**src/source/cc_pkg.sv**
```systemverilog
// --------------------------------------
// Core complex constants, operation enums
// and the records passed between blocks
// --------------------------------------
package cc_pkg;

  // Reset PC
  localparam logic [31:0] BootAddr = 32'h0000_1000;

  // Register slices on the offload path
  localparam bit CutOffloadReq  = 1'b1;
  localparam bit CutOffloadResp = 1'b1;

  // RV32 major opcodes in the supported subset
  localparam logic [6:0] opcode_op     = 7'b0110011;
  localparam logic [6:0] opcode_op_imm = 7'b0010011;
  localparam logic [6:0] opcode_lui    = 7'b0110111;

  typedef logic [4:0] reg_idx_t;

  typedef enum logic [1:0] {
    cls_alu,
    cls_offload,
    cls_illegal
  } op_class_e;

  typedef enum logic [2:0] {
    alu_add,
    alu_sub,
    alu_xor,
    alu_or,
    alu_and,
    alu_lui
  } alu_op_e;

  typedef enum logic [1:0] {
    mul_mul,
    mul_mulh,
    mul_mulhu
  } mul_op_e;

  typedef struct packed {
    op_class_e   op_class;
    alu_op_e     alu_op;
    mul_op_e     mul_op;
    reg_idx_t    rd;
    reg_idx_t    rs1;
    reg_idx_t    rs2;
    logic [31:0] imm;
    logic        use_imm;
    logic        writes_rd;
  } decoded_t;

  // Offload request, id names the destination register
  typedef struct packed {
    reg_idx_t    id;
    mul_op_e     mul_op;
    logic [31:0] arga;
    logic [31:0] argb;
  } acc_req_t;

  typedef struct packed {
    reg_idx_t    id;
    logic [31:0] data;
  } acc_resp_t;

  typedef struct packed {
    reg_idx_t    rd;
    logic [31:0] data;
  } wb_t;

endpackage

```
**src/source/cc_execute.sv**
```systemverilog
// --------------------------------------
// Fetch, scoreboard, ALU and offload issue
// --------------------------------------
`timescale 1ns/1ns

module cc_execute import cc_pkg::*; (
  input  logic        clk_i,
  input  logic        rst_i,
  // Instruction port
  output logic [31:0] inst_addr_o,
  output logic        inst_valid_o,
  input  logic        inst_ready_i,
  input  decoded_t    dec_i,
  // Register file reads
  output reg_idx_t    rs1_idx_o,
  output reg_idx_t    rs2_idx_o,
  input  logic [31:0] rs1_data_i,
  input  logic [31:0] rs2_data_i,
  // ALU writeback
  output logic        alu_wb_valid_o,
  output wb_t         alu_wb_o,
  // Offload request and completion
  output acc_req_t    acc_req_o,
  output logic        acc_req_valid_o,
  input  logic        acc_req_ready_i,
  input  logic        acc_done_valid_i,
  input  reg_idx_t    acc_done_idx_i
);

  logic [31:0] pc_q;
  logic        fetch_en_q;
  logic [31:0] sb_q;
  logic [31:0] sb_d;
  logic        fetched;
  logic        hazard;
  logic        is_offload;
  logic        issue;
  logic [31:0] opb;
  logic [31:0] alu_result;

  assign inst_addr_o  = pc_q;
  assign inst_valid_o = fetch_en_q;
  assign fetched      = inst_valid_o && inst_ready_i;

  // Any register touched by a pending offload blocks issue (RAW and WAW)
  assign hazard     = sb_q[dec_i.rs1] || sb_q[dec_i.rs2] || sb_q[dec_i.rd];
  assign is_offload = dec_i.op_class == cls_offload;
  assign issue      = fetched && !hazard && (!is_offload || acc_req_ready_i);

  assign rs1_idx_o = dec_i.rs1;
  assign rs2_idx_o = dec_i.rs2;

  // ----------------------------------------
  // ALU
  // ----------------------------------------
  assign opb = dec_i.use_imm ? dec_i.imm : rs2_data_i;

  always_comb begin
    case (dec_i.alu_op)
      alu_sub: alu_result = rs1_data_i - opb;
      alu_xor: alu_result = rs1_data_i ^ opb;
      alu_or:  alu_result = rs1_data_i | opb;
      alu_and: alu_result = rs1_data_i & opb;
      alu_lui: alu_result = dec_i.imm;
      default: alu_result = rs1_data_i + opb;
    endcase
  end

  assign alu_wb_valid_o = issue && (dec_i.op_class == cls_alu) && dec_i.writes_rd;
  assign alu_wb_o.rd    = dec_i.rd;
  assign alu_wb_o.data  = alu_result;

  // ----------------------------------------
  // Offload issue
  // ----------------------------------------
  assign acc_req_valid_o  = fetched && is_offload && !hazard;
  assign acc_req_o.id     = dec_i.rd;
  assign acc_req_o.mul_op = dec_i.mul_op;
  assign acc_req_o.arga   = rs1_data_i;
  assign acc_req_o.argb   = rs2_data_i;

  always_comb begin
    sb_d = sb_q;
    if (acc_done_valid_i) begin
      sb_d[acc_done_idx_i] = 1'b0;
    end
    if (issue && is_offload && dec_i.writes_rd) begin
      sb_d[dec_i.rd] = 1'b1;
    end
  end

  always_ff @(posedge clk_i or posedge rst_i) begin
    if (rst_i) begin
      pc_q       <= BootAddr;
      fetch_en_q <= 1'b0;
      sb_q       <= '0;
    end else begin
      fetch_en_q <= 1'b1;
      sb_q       <= sb_d;
      if (issue) begin
        pc_q <= pc_q + 32'd4;
      end
    end
  end

  // A destination completing this cycle is still owed by the IPU
  assert property (@(posedge clk_i) disable iff (rst_i)
    issue && dec_i.writes_rd && acc_done_valid_i |-> acc_done_idx_i != dec_i.rd);

  // Held PC and untouched operands keep a stalled request steady
  assert property (@(posedge clk_i) disable iff (rst_i)
    acc_req_valid_o && !acc_req_ready_i |=> !acc_req_valid_o || $stable(acc_req_o));

endmodule

```
**config.mk**
```make
export PLATFORM = sky130hd
export DESIGN_NAME = cc_execute
export DESIGN_NICKNAME = d
export VERILOG_FILES = /design/src/source/cc_pkg.sv /design/src/source/cc_execute.sv
export SDC_FILE = /design/constraint.sdc
export NUM_CORES = 1
export LEC_CHECK = 0
export BUFFER_PORTS_ARGS = -buffer_cell sky130_fd_sc_hd__buf_2
export CORE_ASPECT_RATIO = 0.8
export CORE_UTILIZATION = 48
export DETAILED_ROUTE_END_ITERATION = 6
export PLACE_DENSITY = 0.76
export SETUP_SLACK_MARGIN = 0.02
export SLEW_MARGIN = 30
export SYNTH_ARGS = -nofsm -noshare
export SYNTH_HDL_FRONTEND = slang
export SYNTH_SLANG_ARGS = --single-unit
```
**constraint.sdc**
```tcl
create_clock -name clk_i -period 11.9 [get_ports clk_i]
set_input_delay 2.38 -clock clk_i [delete_from_list [all_inputs] [get_ports clk_i]]
set_output_delay 2.38 -clock clk_i [all_outputs]
set_load 0.01 [all_outputs]
```
; After elaboration in Yosys (flattened, before gate mapping)
; Index checks and enable logic that the tools add are counted.
[totals]
ff_bits = 65
word_cells = 55
input_bits = 130
output_inout_bits = 153
[classes]
reduce_logical = 17
muxes = 14
addsub = 3
bitwise_logic = 6
n_lt_le_gt_ge = 6
n_eq_ne = 6
[op_table]
columns = operator, count
row1 = one-hot mux 32 bit (5 select lines), 1
row2 = 2-to-1 mux 32 bit, 3
row3 = bitwise AND 32 bit, 2
row4 = bitwise OR 32 bit, 2
row5 = "adder 32 x 3 -> 32 bit, second input constant", 1
row6 = adder 32 bit, 1
row7 = inverter 32 bit, 1
row8 = subtractor 32 bit, 1
row9 = bitwise XOR 32 bit, 1
row10 = "less-than comparator 5 x 6 -> 1 bit, second input constant", 4
row11 = binary-select mux 1 bit (select 5 bit), 3
row12 = logical AND 1 bit, 11
row13 = demux 1 bit (select 5 bit), 2
row14 = "greater-or-equal comparator 5 x 1 -> 1 bit, second input constant", 2
row15 = "== test 3 x 2 -> 1 bit, second input constant", 2
row16 = "== test 3 bit, second input constant", 2
row17 = 2-to-1 mux 1 bit, 5
row18 = "== test 3 x 1 -> 1 bit, second input constant", 1
row19 = logical OR 1 bit, 3
row20 = "== test 2 x 1 -> 1 bit, second input constant", 1
row21 = zero test 1 bit, 2
row22 = zero test 2 bit, 1

; Logic depth before layout (Yosys ltp)
; Gate-level depths: netlist of the first run.
[logic_depth]
ltp_word = 10
depth_mapped = 22

; Worst setup path before layout of the first run
; Ideal clock, no wire load.
[synth_path]
kind = input -> output
from = in dec_i[1] (netlist name)
to = out alu_wb_o[31] (netlist name)
required_ns = 9.520
cell_stages = 22
t_arrival_ns = 7.586
slack_ns = 1.934
path_buffers = 5
path_cell_list = buf_4 -> buf_6 -> clkbuf_1 -> buf_1 -> buf_2 -> mux2i_1 -> ha_1 -> nand2_1 -> or4_4 -> nor4_4 -> a31oi_1 -> xnor2_1 -> ha_1 -> a21o_1 -> a21o_1 -> a21oi_1 -> nand3_1 -> a221oi_1 -> o21ai_0 -> a211oi_1 -> xnor2_1 -> o22ai_1
[synth_lines]
columns = item, line_no
row1 = start: declaration, cc_execute.sv:13  ; input decoded_t dec_i,
row2 = end: declaration, cc_execute.sv:21  ; output wb_t alu_wb_o,

==> summary.json, run 1 <==
{
  "synth_ff_type": "sky130_fd_sc_hd__dfrtp_1",
  "power.density_nw_per_um2": 93.77,
  "synth_edf_count": 0,
  "clk_latency_ps": 330,
  "antenna_found_initial": 4,
  "netlist_top_cells_count": "sky130_fd_sc_hd__o21ai_0, sky130_fd_sc_hd__ha_1, sky130_fd_sc_hd__buf_4",
  "start_kind": "input port",
  "ys_top_cells_by_area": "sky130_fd_sc_hd__dfrtp_1, sky130_fd_sc_hd__ha_1, sky130_fd_sc_hd__buf_4",
  "leakage_nw": 5.097,
  "timing.critical_path.slowest_cell_delay_ps": 590,
  "cp_slowest_cell": "sky130_fd_sc_hd__or4_4",
  "gp_routability_congestion": 0.9179,
  "syn_to_final_growth_pct": 13.47,
  "fraction_of_final_layout_cells_sized_beyond_drive_strength_1_pct": 27.84,
  "synth.distinct_cells": 63,
  "worstHoldStart": "inst_addr_o[25]",
  "synth_top_area_cell": "sky130_fd_sc_hd__dfrtp_1",
  "cts_setup_buffers": 0,
  "unrepaired_setup_endpoints_after_global_routing": "false",
  "grt_first_pass_wirelength_microns": 41230,
  "groute.usage.overall_pct": 27.48,
  "cpLargestDelayFamily": "compound AO/OA/AOI/OAI gates",
  "layout_fillers": 1671,
  "setup_violations": 0,
  "finalCriticalPeriod_ps": 9908,
  "slew_violations": 0,
  "hold_buffers": 0,
  "core_region_area_sq_um": 18170,
  "outcome": "completed",
  "grt_start_max_net_pins": 79,
  "synthCells": 1057,
  "yosysMostFrequentCell": "sky130_fd_sc_hd__o21ai_0",
  "cts.clk_slew.worst_paths_ps": 50,
  "synth_area_sq_um": 8936,
  "yosys_warnings": 0,
  "drt_iter0_markers": 778,
  "routedWlPerCell_microns": 18.47,
  "postSynthAreaPerCell_sq_um": 8.454,
  "ioPinCount": 283,
  "irDropWorstVdd_mv": 0.1099,
  "critical_path.cell_chain": "buf_2 > buf_4 > mux2i_1 > nand2_1 > or4_4 > nor4_4 > a31oi_1 > xnor2_1 > ha_1 > a21o_1 > a21o_1 > a21oi_1 > nand3_1 > a221oi_1 > o21ai_0 > a21oi_1 > xor2_1 > o221ai_1 > buf_2",
  "overflow": 0,
  "max_slew_margin_pct": 37.61,
  "quantity_of_i_o_buffers_inserted_on_ports": 276,
  "cts_tree": "yes",
  "ff_latch_area_sq_um": 1578,
  "floorplan.die.height_microns": 124.0,
  "worstPathArrival_ps": 7530,
  "floorplan.die_area_sq_um": 19170,
  "startpoint": "dec_i[1]",
  "critPathRequiredTime_ps": 9520,
  "timing.clock.skew_ps": 7.775,
  "die_width_microns": 154.6,
  "peak_fanout_along_the_critical_path": 40,
  "wirelength_microns": 26920,
  "worstMarginPinSlew_ps": 935.9,
  "num_vias": 8637,
  "max-clock-path-buffers": 2,
  "worstPathBufferInverterCount": 3,
  "synthArstFlopShare_pct": 100.0,
  "finish.net_count": 1448,
  "r2r-start": "sb_q[17]",
  "start_util_pct": 49.19,
  "multiInputGateArea_sq_um": 6228,
  "cp-end-kind": "output port",
  "clock_tree.htree_level_count": 3,
  "placementRows": 44,
  "criticalPathCategory": "input port to output port",
  "postSynthRegisterBits": 63,
  "fin_tns_setup_ps": 0,
  "cts_root_buf": "sky130_fd_sc_hd__clkbuf_16",
  "clock.fmax_mhz": 100.9,
  "drc": 0,
  "hpwl_microns": 20730,
  "min_path_type": "flop to flop",
  "synthDominantCellAreaShare_pct": 17.36,
  "report.final.hold_viol_count": 0,
  "final_critical_path_setup_slack_ps": 1992,
  "vias_per_cell": 5.924,
  "preCtsSetupSlack_ps": 2002,
  "clock-sinks": 63,
  "first_global_vias": 7892,
  "maxCapViolations": 0,
  "ant_nets": 0,
  "cts-resized-gates": 0,
  "detail_route.first_pass.iterations": 5,
  "cts_buffers": 9,
  "min_period_over_period_pct": 83.26,
  "sequential_to_total_area_share_from_yosys_stat_pct": 17.66
}
-- layer usage --
layer	track usage, %	part of all wire [%]	up-vias
met5	0	0	-
met4	9.344	2.1	0
met3	5.706	9.1	44
met2	45.64	46	432
met1	35.80	43	4089
li1	-	-	4072
-- where the power goes --
group | internal (W) | switching, W | total (W)
Clock | 0.000179 | 0.0000948 | 0.000274
Combinational | 0.000182 | 0.000256 | 0.000437
Sequential | 0.000225 | 0.0000139 | 0.000239
Total | 0.000587 | 0.000364 | 0.000951
-- stage by stage --
stage	util (%)	cells	area, sq um	total power [W]	hold slack [ps]
5_1_grt	55.79	1456	10130	0.001012	499.1
3_3_place_gp	53.97	1439	9806	0.0006675	458.7
2_1_floorplan	-	1058	8940	0.0005440	495.3
3_5_place_dp	54.00	1439	9811	0.0006759	474.2
6_report	55.81	1458	10140	0.0009508	480.4
4_1_cts	55.76	1455	10130	0.0009525	486.2
-- kinds of logic (layout without fill, tap and decap cells) --
group	Yosys count	in the layout	share of synthesized area, %
AOI/OAI and AO/OA	268	268	18.45
xor gates and xnor gates	88	88	8.625
adders and majority gates	98	98	13.81
buffers and inverters	209	376	12.83
DFF	63	63	17.66
muxes	92	92	14.77
other	2	6	0.08404
and+or+nand+nor	237	237	13.78
-- cell type report --
type / instances / area share, %
sequential: 63 / 15.56
antenna: 3 / 0.07404
inverter: 78 / 2.887
timing repair buffer: 282 / 14.07
clock inverter: 4 / 0.5183
tap: 230 / 2.838
clock buffer: 12 / 2.628
multi-input combinational: 786 / 61.43
-- sequential cells by signal, summed over array words and instances (netlist names) --
register	flops
inst_addr_o	30
inst_valid_o	1
sb_q	32
-- cells in the final DEF (no fill, tap or decap), types with 8 or more instances in the layout --
cell,n
sky130_fd_sc_hd__a21o_1,18
sky130_fd_sc_hd__a21oi_1,52
sky130_fd_sc_hd__a31oi_1,9
sky130_fd_sc_hd__and3_1,9
sky130_fd_sc_hd__buf_2,276
sky130_fd_sc_hd__clkbuf_16,9
sky130_fd_sc_hd__dfrtp_1,62
sky130_fd_sc_hd__ha_1,97
sky130_fd_sc_hd__inv_1,77
sky130_fd_sc_hd__mux2i_1,58
sky130_fd_sc_hd__mux4_1,8
sky130_fd_sc_hd__mux4_2,21
sky130_fd_sc_hd__nand2_1,88
sky130_fd_sc_hd__nand3_1,23
sky130_fd_sc_hd__nand4_1,15
sky130_fd_sc_hd__nor2_1,37
sky130_fd_sc_hd__nor3_1,14
sky130_fd_sc_hd__o211ai_1,14
sky130_fd_sc_hd__o21ai_0,112
sky130_fd_sc_hd__o221ai_1,20
sky130_fd_sc_hd__xnor2_1,74
sky130_fd_sc_hd__xor2_1,14
-- final timing paths --
kind,cells past startpoint,slack [ps],end
max,19,1990,alu_wb_o[25]
min,1,480,inst_addr_o[25]
max reg2reg,8,8410,inst_addr_o[14]
max in group asynchronous,3,9120,inst_addr_o[16]
min reg2reg,1,480,inst_addr_o[25]
min in group asynchronous,3,2280,inst_addr_o[6]
Power figures use the tool's default switching activity.
==> run 2, diff against run 1 <==
--- a/config.mk
+++ b/config.mk
@@ -5,11 +5,12 @@
 export SDC_FILE = /design/constraint.sdc
 export NUM_CORES = 1
 export LEC_CHECK = 0
+export ABC_AREA = 1
 export BUFFER_PORTS_ARGS = -buffer_cell sky130_fd_sc_hd__buf_2
 export CORE_ASPECT_RATIO = 0.8
 export CORE_UTILIZATION = 48
 export DETAILED_ROUTE_END_ITERATION = 6
-export PLACE_DENSITY = 0.76
+export PLACE_DENSITY = 0.74
 export SETUP_SLACK_MARGIN = 0.02
 export SLEW_MARGIN = 30
 export SYNTH_ARGS = -nofsm -noshare
==> constraint.sdc (replaced) <==
create_clock -name clk_i -period 10.05 [get_ports clk_i]
set_input_delay 2.01 -clock clk_i [delete_from_list [all_inputs] [get_ports clk_i]]
set_output_delay 2.01 -clock clk_i [all_outputs]
set_load 0.01 [all_outputs]
==> summary.json, run 2 <==
{
  "postSynthAreaPerCell": {"value": 6.009, "unit": "sq um", "change": "-29%"},
  "placementRows": {"value": 48, "change": "+9.1%"},
  "layout.cells.most_common_list": "sky130_fd_sc_hd__nand2_1, sky130_fd_sc_hd__buf_2, sky130_fd_sc_hd__inv_1",
  "worstMarginPinSlew": {"value": 933.2, "unit": "ps", "change": "-2.618 ps"},
  "setup_slack_of_the_worst_register_to_register_path": {"value": 7200, "unit": "ps", "change": "-1210 ps"},
  "synthCells": {"value": 1760, "change": "+67%"},
  "unrepaired_setup_endpoints_after_global_routing": "false",
  "reg2regPathDepth": {"value": 13, "change": "+5"},
  "min_period_over_period_pct": 84.06,
  "finalCoreUtilization": {"value": 54.32, "unit": "%", "change": "-1.5 points"},
  "synthDominantCellAreaShare": {"value": 18.56, "unit": "%", "change": "+1.2 points"},
  "groute.usage.overall": {"value": 31.34, "unit": "%", "change": "+3.9 points"},
  "largest_register_ff_count": {"value": 32, "change": "unchanged"},
  "multiInputGateArea": {"value": 7176, "unit": "sq um", "change": "+15%"},
  "outcome": "completed",
  "ff_latch_area": {"value": 1578, "unit": "sq um", "change": "unchanged"},
  "ant_nets": {"value": 0, "change": "unchanged"},
  "synth_edf_count": {"value": 0, "change": "unchanged"},
  "timing.clock.skew": {"value": 5.474, "unit": "ps", "change": "-2.300 ps"},
  "final_common_cell": "sky130_fd_sc_hd__nand2_1",
  "grt_first_pass_wirelength": {"value": 56230, "unit": "microns", "change": "+36%"},
  "cts_tree": "yes",
  "cts_root_buf": "sky130_fd_sc_hd__clkbuf_16",
  "min_path_type": "flop to flop",
  "clock-sinks": {"value": 63, "change": "unchanged"},
  "criticalPathCategory": "input port to output port",
  "regMostFlops": "sb_q",
  "synth_ff_type": "sky130_fd_sc_hd__dfrtp_1",
  "overflow": {"value": 0, "change": "unchanged"},
  "synth_top_area_cell": "sky130_fd_sc_hd__nand2_1",
  "ioPinCount": {"value": 283, "change": "unchanged"},
  "rr_endpoint": "inst_addr_o[13]",
  "hpwl": {"value": 28220, "unit": "microns", "change": "+36%"},
  "postSynthRegisterBits": {"value": 63, "change": "unchanged"},
  "gp_routability_congestion": {"value": 0.9955, "change": "+8.5%"},
  "slew_violations": {"value": 0, "change": "unchanged"},
  "syn_to_final_growth_pct": 10.74,
  "core_region_area": {"value": 21560, "unit": "sq um", "change": "+19%"},
  "preCtsSetupSlack": {"value": 1759, "unit": "ps", "change": "-242.1 ps"},
  "first_global_vias": {"value": 10593, "change": "+34%"},
  "critPathRequiredTime": {"value": 8040, "unit": "ps", "change": "-1480 ps"},
  "hold_buffers": {"value": 0, "change": "unchanged"},
  "cts_setup_buffers": {"value": 0, "change": "unchanged"},
  "maxCapViolations": {"value": 0, "change": "unchanged"},
  "synth.distinct_cells": {"value": 46, "change": "-27%"},
  "final_critical_path_setup_slack": {"value": 1602, "unit": "ps", "change": "-390.1 ps"},
  "startpoint": "dec_i[1]",
  "max-clock-path-buffers": {"value": 2, "change": "unchanged"},
  "start_kind": "input port",
  "clk_latency": {"value": 340, "unit": "ps", "change": "about the same"},
  "cts-resized-gates": {"value": 0, "change": "unchanged"},
  "r2r-start": "sb_q[19]",
  "netlist_top_cells_count": "sky130_fd_sc_hd__nand2_1, sky130_fd_sc_hd__inv_1, sky130_fd_sc_hd__nor2_1",
  "fin_cells": {"value": 2199, "change": "+51%"},
  "clock.fmax_mhz": 118.4,
  "critical_path.endpoint": "alu_wb_o[21]",
  "start_util": {"value": 49.05, "unit": "%", "change": "-0.14 points"},
  "fraction_of_final_layout_cells_sized_beyond_drive_strength_1": {"value": 18.69, "unit": "%", "change": "-9.1 points"},
  "num_vias": {"value": 12062, "change": "+40%"},
  "floorplan.die.height": {"value": 134.8, "unit": "microns", "change": "+8.6%"},
  "clock_tree.htree_level_count": {"value": 3, "change": "unchanged"},
  "place.detailed.instances": {"value": 2180, "change": "+51%"},
  "worstPathArrival": {"value": 6440, "unit": "ps", "change": "-1090 ps"},
  "cp-end-kind": "output port",
  "sequential_to_total_area_share_from_yosys_stat": {"value": 14.92, "unit": "%", "change": "-2.7 points"},
  "floorplan.die_area": {"value": 22630, "unit": "sq um", "change": "+18%"},
  "peak_fanout_along_the_critical_path": {"value": 27, "change": "-33%"},
  "leakage": {"value": 6.594, "unit": "nW", "change": "+29%"},
  "detail_route.first_pass.iterations": {"value": 5, "change": "unchanged"},
  "cts.clk_slew.worst_paths": {"value": 50, "unit": "ps", "change": "about the same"},
  "layout_fillers": {"value": 2261, "change": "+35%"},
  "finalCriticalPeriod_ps": 8448,
  "drt_iter0_markers": {"value": 1179, "change": "+52%"},
  "power.density": {"value": 99.67, "unit": "nW/um^2", "change": "+6.3%"},
  "setup_violations": {"value": 0, "change": "unchanged"},
  "cts_buffers": {"value": 9, "change": "unchanged"},
  "routedWlPerCell": {"value": 16.26, "unit": "microns", "change": "-12%"},
  "wirelength": {"value": 35750, "unit": "microns", "change": "+33%"},
  "yosysMostFrequentCell": "sky130_fd_sc_hd__nand2_1",
  "antenna_found_initial": {"value": 2, "change": "-2"},
  "grt_start_max_net_pins": {"value": 64, "change": "-19%"},
  "max_slew_margin": {"value": 37.40, "unit": "%", "change": "-0.21 points"},
  "yosys_warnings": {"value": 0, "change": "unchanged"},
  "finish.net_count": {"value": 2144, "change": "+48%"},
  "fin_tns_setup": {"value": 0, "unit": "ps", "change": "unchanged"},
  "report.final.hold_viol_count": {"value": 0, "change": "unchanged"},
  "synthArstFlopShare": {"value": 100.0, "unit": "%", "change": "unchanged"},
  "quantity_of_i_o_buffers_inserted_on_ports": {"value": 276, "change": "unchanged"},
  "irDropWorstVdd": {"value": 0.1043, "unit": "mV", "change": "-5.1%"},
  "die_width": {"value": 168.0, "unit": "microns", "change": "+8.7%"},
  "drc": {"value": 0, "change": "unchanged"},
  "vias_per_cell": {"value": 5.485, "change": "-7.4%"},
  "ys_top_cells_by_area": "sky130_fd_sc_hd__nand2_1, sky130_fd_sc_hd__dfrtp_1, sky130_fd_sc_hd__ha_1",
  "synth_area": {"value": 10580, "unit": "sq um", "change": "+18%"}
}
-- run 2: changes by cell type after synthesis, sizes merged, moves of 41 or more --
cell and delta:
inv +142, mux2i -58, nand2 +443, nand3 +96, nor2 +140, xnor2 -66, xor2 +41
-- run 2: cell families after synthesis --
kind of cell	share of synthesized area (%)
XOR/XNOR	5.218
adder cells (fa/ha/maj)	11.67
other	0.07102
buffers and inverters	17.36
AO/OA/AOI/OAI	14.33
AND/OR/NAND/NOR	36.44
flip-flops	14.92
-- run 2: metrics by stage --
step / hold WS (ps) / cell area [sq um] / total power, W
3_3_place_gp: 488.3 / 11390 / 0.0008296
6_report: 500.1 / 11710 / 0.001167
4_1_cts: 501.0 / 11700 / 0.001161
2_1_floorplan: 494.0 / 10580 / 0.0006660
5_1_grt: 536.6 / 11710 / 0.001250
3_5_place_dp: 492.7 / 11390 / 0.0008365
-- run 2: layout make-up --
type / count / area share (%)
tap: 275 / 2.938
antenna: 3 / 0.06410
clock inverter: 3 / 0.3419
sequential: 63 / 13.47
multi-input combinational: 1334 / 61.27
clock buffer: 13 / 2.308
timing repair buffer: 287 / 12.50
inverter: 221 / 7.105
-- run 2: per-layer routing --
metal	vias up	global-route usage [%]	wire, microns
met5	-	1.522	0
met4	0	5.250	363
met3	26	7.093	3992
met2	603	44.95	14240
met1	5501	47.54	17160
li1	5932	-	-
-- run 2: worst min path at each step --
stage          slack [ps]             from         endpoint  cells after the start
2_1_floorplan         490         sb_q[17]         sb_q[17]                      2
3_3_place_gp          490  inst_addr_o[12]  inst_addr_o[12]                      2
3_5_place_dp          490  inst_addr_o[12]  inst_addr_o[12]                      2
4_1_cts               500  inst_addr_o[12]  inst_addr_o[12]                      2
5_1_grt               540  inst_addr_o[12]  inst_addr_o[12]                      2
6_report              500  inst_addr_o[12]  inst_addr_o[12]                      2
-- run 2: worst max-delay path, stage by stage --
cell	delay, ps
sky130_fd_sc_hd__buf_2	530
sky130_fd_sc_hd__inv_1	340
sky130_fd_sc_hd__nand2_1	130
sky130_fd_sc_hd__nand2_1	120
sky130_fd_sc_hd__inv_1	100
sky130_fd_sc_hd__ha_1	170
sky130_fd_sc_hd__nand2_1	70
sky130_fd_sc_hd__nor2_2	110
sky130_fd_sc_hd__nand2_1	150
sky130_fd_sc_hd__nor2_4	160
sky130_fd_sc_hd__nand2_2	120
sky130_fd_sc_hd__o21ai_0	210
sky130_fd_sc_hd__xor2_1	170
sky130_fd_sc_hd__ha_1	280
sky130_fd_sc_hd__a21oi_1	260
sky130_fd_sc_hd__o21ai_0	240
sky130_fd_sc_hd__a21oi_1	160
sky130_fd_sc_hd__o21ai_0	300
sky130_fd_sc_hd__a21oi_1	350
sky130_fd_sc_hd__inv_1	70
sky130_fd_sc_hd__nand2_1	60
sky130_fd_sc_hd__nand2_1	40
sky130_fd_sc_hd__nand2_1	50
sky130_fd_sc_hd__nand2_1	70
sky130_fd_sc_hd__buf_2	140
-- run 2: where the power goes --
group          internal [W]  switching (W)  total, W
combinational      0.000191       0.000371  0.000562
sequential         0.000264      0.0000173  0.000281
clock              0.000211       0.000112  0.000324
